==> src/hdl/pid_pkg.sv <==
`default_nettype none

package pid_pkg;

    // Datapath widths
    localparam int input_width = 12;
    localparam int data_width = 16;
    localparam int product_width = 2 * data_width;
    // One guard bit for sums of two data words
    localparam int sum_width = data_width + 1;

    // Configuration bus widths
    localparam int cfg_addr_width = 3;
    localparam int cfg_word_width = 32;
    localparam int shift_width = 8;
    localparam int cfg_word_count = 2 ** cfg_addr_width;

    // Register map
    localparam logic [cfg_addr_width-1:0] cfg_addr_control = 3'd0;
    localparam logic [cfg_addr_width-1:0] cfg_addr_kp = 3'd1;
    localparam logic [cfg_addr_width-1:0] cfg_addr_ki = 3'd2;
    localparam logic [cfg_addr_width-1:0] cfg_addr_out_up = 3'd3;
    localparam logic [cfg_addr_width-1:0] cfg_addr_out_down = 3'd4;
    localparam logic [cfg_addr_width-1:0] cfg_addr_int_up = 3'd5;
    localparam logic [cfg_addr_width-1:0] cfg_addr_int_down = 3'd6;
    localparam logic [cfg_addr_width-1:0] cfg_addr_shifts = 3'd7;

    // Bit position of the free-running flag in the control word
    localparam int control_free_running_bit = 0;

    // Reset contents of the register bank
    localparam logic [cfg_word_width-1:0] reset_control = 32'h0000_0000;
    localparam logic [cfg_word_width-1:0] reset_gain = 32'h0000_0000;
    localparam logic [cfg_word_width-1:0] reset_limit_up = 32'h0000_7fff;
    // -32767 sign-extended to the full word
    localparam logic [cfg_word_width-1:0] reset_limit_down = 32'hffff_8001;
    localparam logic [cfg_word_width-1:0] reset_shifts = 32'h0000_0101;

    localparam logic [cfg_word_width-1:0] cfg_reset_values [cfg_word_count] = '{
        reset_control,
        reset_gain,
        reset_gain,
        reset_limit_up,
        reset_limit_down,
        reset_limit_up,
        reset_limit_down,
        reset_shifts
    };

    // A configuration word, either taken whole or split into the two shift fields
    typedef union packed {
        logic [cfg_word_width-1:0] raw;
        struct packed {
            logic [cfg_word_width-2*shift_width-1:0] reserved;
            logic [shift_width-1:0] ki_shift;
            logic [shift_width-1:0] kp_shift;
        } shifts;
    } pid_cfg_word_u;

endpackage

`default_nettype wire

==> src/hdl/pid_config_regs.sv <==
`timescale 1ns/1ps
`default_nettype none

module pid_config_regs (
    input  wire logic clock,
    input  wire logic reset,
    input  wire logic cfg_write,
    input  wire logic [pid_pkg::cfg_addr_width-1:0] cfg_write_addr,
    input  wire logic [pid_pkg::cfg_word_width-1:0] cfg_write_data,
    input  wire logic cfg_read,
    input  wire logic [pid_pkg::cfg_addr_width-1:0] cfg_read_addr,
    output logic [pid_pkg::cfg_word_width-1:0] cfg_read_data,
    output logic cfg_read_valid,
    output logic signed [pid_pkg::data_width-1:0] kp,
    output logic signed [pid_pkg::data_width-1:0] ki,
    output logic [pid_pkg::shift_width-1:0] kp_shift,
    output logic [pid_pkg::shift_width-1:0] ki_shift,
    output logic signed [pid_pkg::data_width-1:0] out_up,
    output logic signed [pid_pkg::data_width-1:0] out_down,
    output logic signed [pid_pkg::data_width-1:0] int_up,
    output logic signed [pid_pkg::data_width-1:0] int_down,
    output logic free_running
);

    import pid_pkg::*;

    pid_cfg_word_u cfg_words [cfg_word_count];

    // Writes land at the edge that carries the strobe
    always_ff @(posedge clock) begin
        if (!reset) begin
            for (int i = 0; i < cfg_word_count; i++) begin
                cfg_words[i].raw <= cfg_reset_values[i];
            end
        end else if (cfg_write) begin
            cfg_words[cfg_write_addr].raw <= cfg_write_data;
        end
    end

    // Registered read-back, one cycle after the request
    always_ff @(posedge clock) begin
        if (!reset) begin
            cfg_read_valid <= 1'b0;
        end else begin
            cfg_read_valid <= cfg_read;
        end
    end

    always_ff @(posedge clock) begin
        if (cfg_read) begin
            cfg_read_data <= cfg_words[cfg_read_addr].raw;
        end
    end

    // Gains and limits use the low half of their words
    assign kp = cfg_words[cfg_addr_kp].raw[data_width-1:0];
    assign ki = cfg_words[cfg_addr_ki].raw[data_width-1:0];
    assign out_up = cfg_words[cfg_addr_out_up].raw[data_width-1:0];
    assign out_down = cfg_words[cfg_addr_out_down].raw[data_width-1:0];
    assign int_up = cfg_words[cfg_addr_int_up].raw[data_width-1:0];
    assign int_down = cfg_words[cfg_addr_int_down].raw[data_width-1:0];

    // The shift word packs both path shifts
    assign kp_shift = cfg_words[cfg_addr_shifts].shifts.kp_shift;
    assign ki_shift = cfg_words[cfg_addr_shifts].shifts.ki_shift;

    assign free_running = cfg_words[cfg_addr_control].raw[control_free_running_bit];

endmodule

`default_nettype wire

==> src/hdl/pid_error_stage.sv <==
`timescale 1ns/1ps
`default_nettype none

module pid_error_stage (
    input  wire logic clock,
    input  wire logic reset,
    input  wire logic signed [pid_pkg::input_width-1:0] reference_data,
    input  wire logic reference_valid,
    input  wire logic signed [pid_pkg::input_width-1:0] feedback_data,
    input  wire logic feedback_valid,
    input  wire logic out_ready,
    input  wire logic free_running,
    output logic signed [pid_pkg::data_width-1:0] error_data,
    output logic error_valid
);

    import pid_pkg::*;

    logic accept;
    logic signed [data_width-1:0] reference_ext;
    logic signed [data_width-1:0] feedback_ext;

    // A pair is taken only when both samples are present and the output
    // can take the result, unless the loop runs free
    assign accept = reference_valid && feedback_valid && (out_ready || free_running);

    // Signed assignment widens with sign extension
    assign reference_ext = reference_data;
    assign feedback_ext = feedback_data;

    always_ff @(posedge clock) begin
        if (!reset) begin
            error_valid <= 1'b0;
        end else begin
            error_valid <= accept;
        end
    end

    // The difference of two 12-bit samples always fits the 16-bit error
    always_ff @(posedge clock) begin
        if (accept) begin
            error_data <= reference_ext - feedback_ext;
        end
    end

endmodule

`default_nettype wire

==> src/hdl/pid_proportional_path.sv <==
`timescale 1ns/1ps
`default_nettype none

module pid_proportional_path (
    input  wire logic clock,
    input  wire logic reset,
    input  wire logic signed [pid_pkg::data_width-1:0] error_data,
    input  wire logic error_valid,
    input  wire logic signed [pid_pkg::data_width-1:0] kp,
    input  wire logic [pid_pkg::shift_width-1:0] kp_shift,
    output logic signed [pid_pkg::data_width-1:0] p_term,
    output logic p_valid
);

    import pid_pkg::*;

    logic signed [product_width-1:0] product;
    logic signed [product_width-1:0] product_shifted;
    logic signed [data_width-1:0] scaled_error;
    logic scaled_valid;

    assign product = error_data * kp;
    // Arithmetic shift keeps the sign of the product
    assign product_shifted = product >>> kp_shift;

    always_ff @(posedge clock) begin
        if (!reset) begin
            scaled_valid <= 1'b0;
            p_valid <= 1'b0;
        end else begin
            scaled_valid <= error_valid;
            p_valid <= scaled_valid;
        end
    end

    // Second stage lines the term up with the integrator update
    always_ff @(posedge clock) begin
        if (error_valid) begin
            scaled_error <= product_shifted[data_width-1:0];
        end
        if (scaled_valid) begin
            p_term <= scaled_error;
        end
    end

endmodule

`default_nettype wire

==> src/hdl/pid_integral_path.sv <==
`timescale 1ns/1ps
`default_nettype none

module pid_integral_path (
    input  wire logic clock,
    input  wire logic reset,
    input  wire logic signed [pid_pkg::data_width-1:0] error_data,
    input  wire logic error_valid,
    input  wire logic signed [pid_pkg::data_width-1:0] ki,
    input  wire logic [pid_pkg::shift_width-1:0] ki_shift,
    input  wire logic signed [pid_pkg::data_width-1:0] int_up,
    input  wire logic signed [pid_pkg::data_width-1:0] int_down,
    output logic signed [pid_pkg::data_width-1:0] i_term,
    output logic i_valid
);

    import pid_pkg::*;

    logic signed [product_width-1:0] product;
    logic signed [product_width-1:0] product_shifted;
    logic signed [data_width-1:0] scaled_error;
    logic scaled_valid;
    logic signed [data_width-1:0] integrator;
    logic signed [sum_width-1:0] integrator_sum;
    logic signed [data_width-1:0] integrator_next;

    // Same scaling as the proportional path, with its own gain and shift
    assign product = error_data * ki;
    assign product_shifted = product >>> ki_shift;

    always_ff @(posedge clock) begin
        if (error_valid) begin
            scaled_error <= product_shifted[data_width-1:0];
        end
    end

    // The guard bit keeps the sum exact before it is clamped
    assign integrator_sum = integrator + scaled_error;

    always_comb begin
        if (integrator_sum > int_up) begin
            integrator_next = int_up;
        end else if (integrator_sum < int_down) begin
            integrator_next = int_down;
        end else begin
            integrator_next = integrator_sum[data_width-1:0];
        end
    end

    // Every scaled sample is absorbed, whether or not its output is taken
    always_ff @(posedge clock) begin
        if (!reset) begin
            scaled_valid <= 1'b0;
            i_valid <= 1'b0;
            integrator <= '0;
        end else begin
            scaled_valid <= error_valid;
            i_valid <= scaled_valid;
            if (scaled_valid) begin
                integrator <= integrator_next;
            end
        end
    end

    assign i_term = integrator;

endmodule

`default_nettype wire

==> src/hdl/pid_output_stage.sv <==
`timescale 1ns/1ps
`default_nettype none

module pid_output_stage (
    input  wire logic clock,
    input  wire logic reset,
    input  wire logic signed [pid_pkg::data_width-1:0] p_term,
    input  wire logic signed [pid_pkg::data_width-1:0] i_term,
    input  wire logic p_valid,
    input  wire logic out_ready,
    input  wire logic signed [pid_pkg::data_width-1:0] out_up,
    input  wire logic signed [pid_pkg::data_width-1:0] out_down,
    output logic signed [pid_pkg::data_width-1:0] out_data,
    output logic out_valid
);

    import pid_pkg::*;

    logic signed [sum_width-1:0] term_sum;
    logic signed [data_width-1:0] clamped_sum;
    logic take_result;

    assign term_sum = p_term + i_term;

    always_comb begin
        if (term_sum > out_up) begin
            clamped_sum = out_up;
        end else if (term_sum < out_down) begin
            clamped_sum = out_down;
        end else begin
            clamped_sum = term_sum[data_width-1:0];
        end
    end

    // Results that meet a low ready are lost here
    assign take_result = p_valid && out_ready;

    always_ff @(posedge clock) begin
        if (!reset) begin
            out_valid <= 1'b0;
        end else begin
            out_valid <= take_result;
        end
    end

    always_ff @(posedge clock) begin
        if (take_result) begin
            out_data <= clamped_sum;
        end
    end

endmodule

`default_nettype wire

==> src/hdl/pid_controller.sv <==
`timescale 1ns/1ps
`default_nettype none

module pid_controller (
    input  wire logic clock,
    input  wire logic reset,
    input  wire logic signed [pid_pkg::input_width-1:0] reference_data,
    input  wire logic reference_valid,
    input  wire logic signed [pid_pkg::input_width-1:0] feedback_data,
    input  wire logic feedback_valid,
    output logic signed [pid_pkg::data_width-1:0] out_data,
    output logic out_valid,
    input  wire logic out_ready,
    output logic signed [pid_pkg::data_width-1:0] error_data,
    output logic error_valid,
    input  wire logic cfg_write,
    input  wire logic [pid_pkg::cfg_addr_width-1:0] cfg_write_addr,
    input  wire logic [pid_pkg::cfg_word_width-1:0] cfg_write_data,
    input  wire logic cfg_read,
    input  wire logic [pid_pkg::cfg_addr_width-1:0] cfg_read_addr,
    output logic [pid_pkg::cfg_word_width-1:0] cfg_read_data,
    output logic cfg_read_valid
);

    import pid_pkg::*;

    // Configuration fields
    logic signed [data_width-1:0] kp;
    logic signed [data_width-1:0] ki;
    logic [shift_width-1:0] kp_shift;
    logic [shift_width-1:0] ki_shift;
    logic signed [data_width-1:0] out_up;
    logic signed [data_width-1:0] out_down;
    logic signed [data_width-1:0] int_up;
    logic signed [data_width-1:0] int_down;
    logic free_running;

    // Path results
    logic signed [data_width-1:0] p_term;
    logic p_valid;
    logic signed [data_width-1:0] i_term;
    logic i_valid;

    pid_config_regs config0 (
        .clock(clock),
        .reset(reset),
        .cfg_write(cfg_write),
        .cfg_write_addr(cfg_write_addr),
        .cfg_write_data(cfg_write_data),
        .cfg_read(cfg_read),
        .cfg_read_addr(cfg_read_addr),
        .cfg_read_data(cfg_read_data),
        .cfg_read_valid(cfg_read_valid),
        .kp(kp),
        .ki(ki),
        .kp_shift(kp_shift),
        .ki_shift(ki_shift),
        .out_up(out_up),
        .out_down(out_down),
        .int_up(int_up),
        .int_down(int_down),
        .free_running(free_running)
    );

    pid_error_stage error0 (
        .clock(clock),
        .reset(reset),
        .reference_data(reference_data),
        .reference_valid(reference_valid),
        .feedback_data(feedback_data),
        .feedback_valid(feedback_valid),
        .out_ready(out_ready),
        .free_running(free_running),
        .error_data(error_data),
        .error_valid(error_valid)
    );

    pid_proportional_path prop0 (
        .clock(clock),
        .reset(reset),
        .error_data(error_data),
        .error_valid(error_valid),
        .kp(kp),
        .kp_shift(kp_shift),
        .p_term(p_term),
        .p_valid(p_valid)
    );

    // i_valid marks the integrator update and moves in step with p_valid
    pid_integral_path integ0 (
        .clock(clock),
        .reset(reset),
        .error_data(error_data),
        .error_valid(error_valid),
        .ki(ki),
        .ki_shift(ki_shift),
        .int_up(int_up),
        .int_down(int_down),
        .i_term(i_term),
        .i_valid(i_valid)
    );

    pid_output_stage output0 (
        .clock(clock),
        .reset(reset),
        .p_term(p_term),
        .i_term(i_term),
        .p_valid(p_valid),
        .out_ready(out_ready),
        .out_up(out_up),
        .out_down(out_down),
        .out_data(out_data),
        .out_valid(out_valid)
    );

endmodule

`default_nettype wire

==> config.mk <==
export PLATFORM = sky130hd
export DESIGN_NAME = pid_controller
export DESIGN_NICKNAME = d
export VERILOG_FILES = /design/src/hdl/pid_pkg.sv /design/src/hdl/pid_config_regs.sv /design/src/hdl/pid_error_stage.sv /design/src/hdl/pid_proportional_path.sv /design/src/hdl/pid_integral_path.sv /design/src/hdl/pid_output_stage.sv /design/src/hdl/pid_controller.sv
export SDC_FILE = /design/constraint.sdc
export NUM_CORES = 2
export LEC_CHECK = 0
export ABC_AREA = 1
export ABC_CLOCK_PERIOD_IN_PS = 8500
export BUFFER_PORTS_ARGS = -buffer_cell sky130_fd_sc_hd__buf_2
export CAP_MARGIN = 10
export CORE_MARGIN = 1.5
export CORE_UTILIZATION = 58
export DETAILED_ROUTE_END_ITERATION = 10
export GPL_TIMING_DRIVEN = 1
export PLACE_DENSITY_LB_ADDON = 0.3
export SLEW_MARGIN = 20
export SYNTH_ARGS = -nofsm -noshare
export SYNTH_HDL_FRONTEND = slang
export SYNTH_SLANG_ARGS = --single-unit
==> constraint.sdc <==
create_clock -name clock -period 8.5 [get_ports clock]
set_input_delay 1.7 -clock clock [delete_from_list [all_inputs] [get_ports clock]]
set_output_delay 1.7 -clock clock [all_outputs]
set_load 0.03 [all_outputs]
---- After elaboration in Yosys (flattened, before gate mapping) ----
Memories as Yosys holds them, arrays and structs flattened. A register that Yosys moved wholly into a read port is not among the register bits.
Index checks and enable logic that the tools add are counted.
cells by class
  add/subtract/negate cells ............... 3
  reductions and logical operators ........ 5
  $mul .................................... 2
  muxes and demuxes ....................... 11
  magnitude comparators ................... 4
  shifts and indexed selects .............. 2
  bitwise logic cells ..................... 0
  eq/ne operators ......................... 0
  divide/modulo/power cells ............... 0
operators with widths
  cell                 number
  $mux W16             4
  $sshr A32 B8 Y16     2
  $mul A13 B16 Y29     2
  $add A16 B16 Y17     2
  $gt A17 B16 Y1       2
  $lt A17 B16 Y1       2
  $mux W32             1
  $reduce_or A32 Y1    1
  $sub A12 B12 Y13     1
  $mux W1              5
  $logic_and A1 B1 Y1  3
  $mux W3              1
  $logic_or A1 B1 Y1   1
word-level totals
  word-level logic and storage cells ...... 39
  bits in writable memories ............... 256
  register bits ........................... 98
  input port bits ......................... 69
  memories kept ........................... 1
  ROM bits ................................ 0
  bits in latches ......................... 0
memories
  name               depth  bits a word  read ports  clocked after Yosys merged registers in  wr ports  RTL line               RTL
  config0.cfg_words  8      32           9           1                                        8         pid_config_regs.sv:27  pid_cfg_word_u cfg_words [cfg_word_count];

---- Depth between registers and ports, before layout ----
  depth after elaboration ................. 5
  gate-level depth with buffers ........... 35
  gate-level depth less buffers ........... 34

---- By module ----
Synthesis repeated with hierarchy kept, for this count alone.
second synthesis, totals
  cells, all modules ...................... 6330
  area, all modules ....................... 47495.6 sq um
by module, submodules not included
  module                 area each (sq um)  times used  cells each
  pid_integral_path      15327.2            1           2170
  pid_config_regs        14331.2            1           1595
  pid_proportional_path  13639.3            1           1899
  pid_output_stage       2936.6             1           487
  pid_error_stage        1261.2             1           179

---- Worst setup path after synthesis ----
No wires, ideal clock.
  path kind ............................... reg-to-reg
  start point ............................. register error0.error_data[12] (netlist name)
  end point ............................... register integ0.scaled_error[5] (data pin)
  arrival ................................. 5976 ps
  required time ........................... 8236 ps
  path buffers ............................ 2
  clock period less this slack ............ 6240 ps
  path slack .............................. 2260 ps
  cell stages (with the launch flop) ...... 32
  setup time .............................. 264 ps
  cell sequence ........................... edfxtp_1 clkinv_1 or2_2 fa_1 inv_1 fa_1 inv_1 fa_1 inv_1 fa_1 inv_1 fa_1 inv_1 ha_1 ha_1 nand2_1 nor2_1 nand2_1 nor2_1 nand2_1 nand3_2 nand2_2 nand3_4 buf_6 buf_6 nand3_2 nand3_2 nand3_1 nand3_1 nand3_1 nand3_1 nand2_1
on the way
  word-level cells in the longest chain between the ends .. 2
RTL lines
  element                        RTL line                 RTL
  $mul A13 B16 Y29               pid_integral_path.sv:28  assign product = error_data * ki;
  $sshr A32 B8 Y16               pid_integral_path.sv:29  assign product_shifted = product >>> ki_shift;
  via integ0.product_shifted[5]  pid_integral_path.sv:20  logic signed [product_width-1:0] product_shifted;
  end signal: assignment         pid_integral_path.sv:33  scaled_error <= product_shifted[data_width-1:0];
  end: declaration               pid_integral_path.sv:21  logic signed [data_width-1:0] scaled_error;
The timed path passes the listed nets, and every way through them passes these cells.
A chain may end at the register's enable or synchronous reset.

==> flow_summary.yaml <==
timing:
  fmax_mhz: 137
  fin_setup_tns_ns: 0
  finalHoldViolCount: 0
  slew-limit-headroom_pct: 29.6
  finClkSkew_ns: 0.0315
  period_minus_slack_ns: 7.31
  tightest_slew_ns: 1.05
  fin_hold_ws_ns: 0.414
  fin_crit_sh_pct: 86.0
  slew_violations: 0
  rsz0062_at_grt: "false"
  setup_viol: 0
global_route:
  grt_pass1_wl_mm: 174
  grt.overflow.total: 0
  grt_pass1_vias: 31900
  grtUsageTotal_pct: 32.8
  antenna_found_initial: 6
  grt_max_degree: 84
logic_synthesis:
  ys_ff_latch: 386
  syn-cell-area_um2: 38900
  synthCells: 4833
  ys_types: 53
  yosys_warnings: 0
  yosys-top-cells-area: "edfxtp_1 (28%), fa_1 (20%), nand2_1 (9.9%)"
  synth_top_family_by_area: "adder cells"
  synth-edff-count: 365
  ys_top_cells_by_count: "nand2_1 (1026), inv_1 (895), nor2_1 (457)"
  async_flop_share_pct: 0
  synth_nets: 5551
  synth.yosys.seq_area_share_pct: 29.3
  synth_fa_ha_area_share_pct: 28.5
  yosys.area_share.simple_pct: 21.8
  yosysMostFrequentCell: "nand2_1"
  syn_avg_cell_area_um2: 8.05
  synth_top_area_cell: "edfxtp_1"
  synth-main-ff-cell: "edfxtp_1"
  synth_compound_area_share_pct: 8.53
  synth_mux_area_share_pct: 0
  synthXorXnorAreaFrac_pct: 0.878
  synth_top_area_share_pct: 28.2
cts:
  cts_tree: "built"
  clock_latency_ns: 0.60
  cts_hold_buf: 0
  cts_buffers: 44
  h-tree-depth: 2
  postCtsSetupBuffers: 0
  cts_buffer_depth: 3
  clock_sinks: 386
  root_buffer: "clkbuf_16"
  cts-resized-gates: 0
  clk_pin_slew_ns: 0.06
placed_design:
  dp_hpwl_mm: 83.0
  place_congestion: 1.00
  io_buffers: 135
routing:
  first_iter_violations: 3445
  vias: 32800
  routed_wl_mm: 110
  first_pass_iters: 6
  ant_nets: 0
  drcViolationCount: 0
  via_per_inst: 5.71
  post_drt_wl_per_cell_um: 19.2
finish:
  seq_area_um2: 11400
  final_nets: 5566
  n_fill_cell: 5706
  drive_above_1_share_pct: 6.51
  multiInputGateArea_um2: 23200
  area_delta_synth_final_pct: 7.00
critical_path:
  critPathMaxStageDelay_ns: 0.83
  critPathMaxFanout: 51
  worst-path-buf-inv: 5
  crit_type: "reg -> reg"
  crit_family: "adder cells"
  rrSetupSlack_ns: 1.19
  end_kind: "flop"
  crit_top_cell: "nand2_1"
  critical_path_arrival_ns: 7.62
  start_kind: "flop"
  required_ns: 8.81
  critPathSlowestCell: "edfxtp_1"
die:
  die_h_um: 262
  die_w_um: 262
  rows: 94
  ioPinCount: 136
  start_util_pct: 58.8
  coreArea_um2: 66100
  dieArea_um2: 68600
outcome:
  outcome: "finished clean"
hold_path:
  worstHoldPathType: "reg -> reg"
run:
  max_cap_violations: 0
[kinds of logic (layout without fill, tap and decap cells)]
family                     Yosys count  after routing
AOI/OAI and AO/OA                  616            616
xor gates and xnor gates            39             39
adders and majority gates          649            649
buffers and inverters             1125           1175
DFF                                386            386
other                                0              1
and+or+nand+nor                   2018           2018
[registers in the layout, summed over array words and instances, names as in the netlist, 13 cells and up]
signal and cells:
prop0.p_term 16, error0.error_data 13, config0.cfg_words 256, integ0.i_term 16, config0.cfg_read_data 32, prop0.scaled_error 16, output0.out_data 16, integ0.scaled_error 16
[worst register-to-register path, delay by kind of cell (launching register included)]
| family | cells | cell delay (ns) |
|---|---|---|
| buffers and inverters | 5 | 0.47 |
| AOI/OAI and AO/OA | 1 | 0.11 |
| adders and majority gates | 7 | 3.48 |
| DFF | 1 | 0.83 |
| and+or+nand+nor | 15 | 2.13 |
[worst paths after layout]
path,from,endpoint,cells past startpoint
max,config0.cfg_words[1][15],prop0.scaled_error[1],28
min,prop0.scaled_error[1],prop0.p_term[1],0
min reg2reg,prop0.scaled_error[1],prop0.p_term[1],0
max reg2reg,config0.cfg_words[1][15],prop0.scaled_error[1],28
[layout by cell type (no fill, tap or decap), types with 18 or more instances in the layout]
master and instances:
ha_1 256, inv_1 894, edfxtp_1 365, o22ai_1 29, nand2_1 1026, nand3_1 422, o21bai_1 18, buf_2 134
nor2_1 456, a21oi_1 233, buf_4 49, xor2_1 28, clkbuf_16 44, a31oi_1 33, dfxtp_1 21, fa_1 393
nor3_1 21, o21ai_0 255, nand4_1 22
[per-layer routing]
| metal | vias up | GRT usage [%] | routed length [µm] |
|---|---|---|---|
| li1 | 15400 | - | - |
| met1 | 15800 | 45.6 | 45800 |
| met2 | 1433 | 53.2 | 51000 |
| met3 | 227 | 4.66 | 9360 |
| met4 | 10 | 10.9 | 4000 |
| met5 | - | 0 | 57 |
[layout make-up]
class | instances | share of cell area, %
multi-input combinational | 3322 | 55.8
sequential | 386 | 27.3
inverter | 910 | 8.21
clock buffer | 53 | 2.73
tap | 864 | 2.60
timing repair buffer | 184 | 2.53
clock inverter | 28 | 0.746
antenna | 1 | 0.00601
[through the flow]
stage / setup WS (ns) / util (%) / instance area, µm² / instances
5_1_grt: 0.734 / 63.0 / 41600 / 5748
6_report: 1.19 / 63.0 / 41600 / 5748
3_3_place_gp: 1.39 / 60.7 / 40100 / 5665
4_1_cts: 1.20 / 62.9 / 41600 / 5746
3_5_place_dp: 1.28 / 60.7 / 40100 / 5665
2_1_floorplan: 2.26 / - / 38900 / 4833
Power is not shown: default switching activity piles up to over one toggle a cycle in this logic, so the estimate is an artifact.
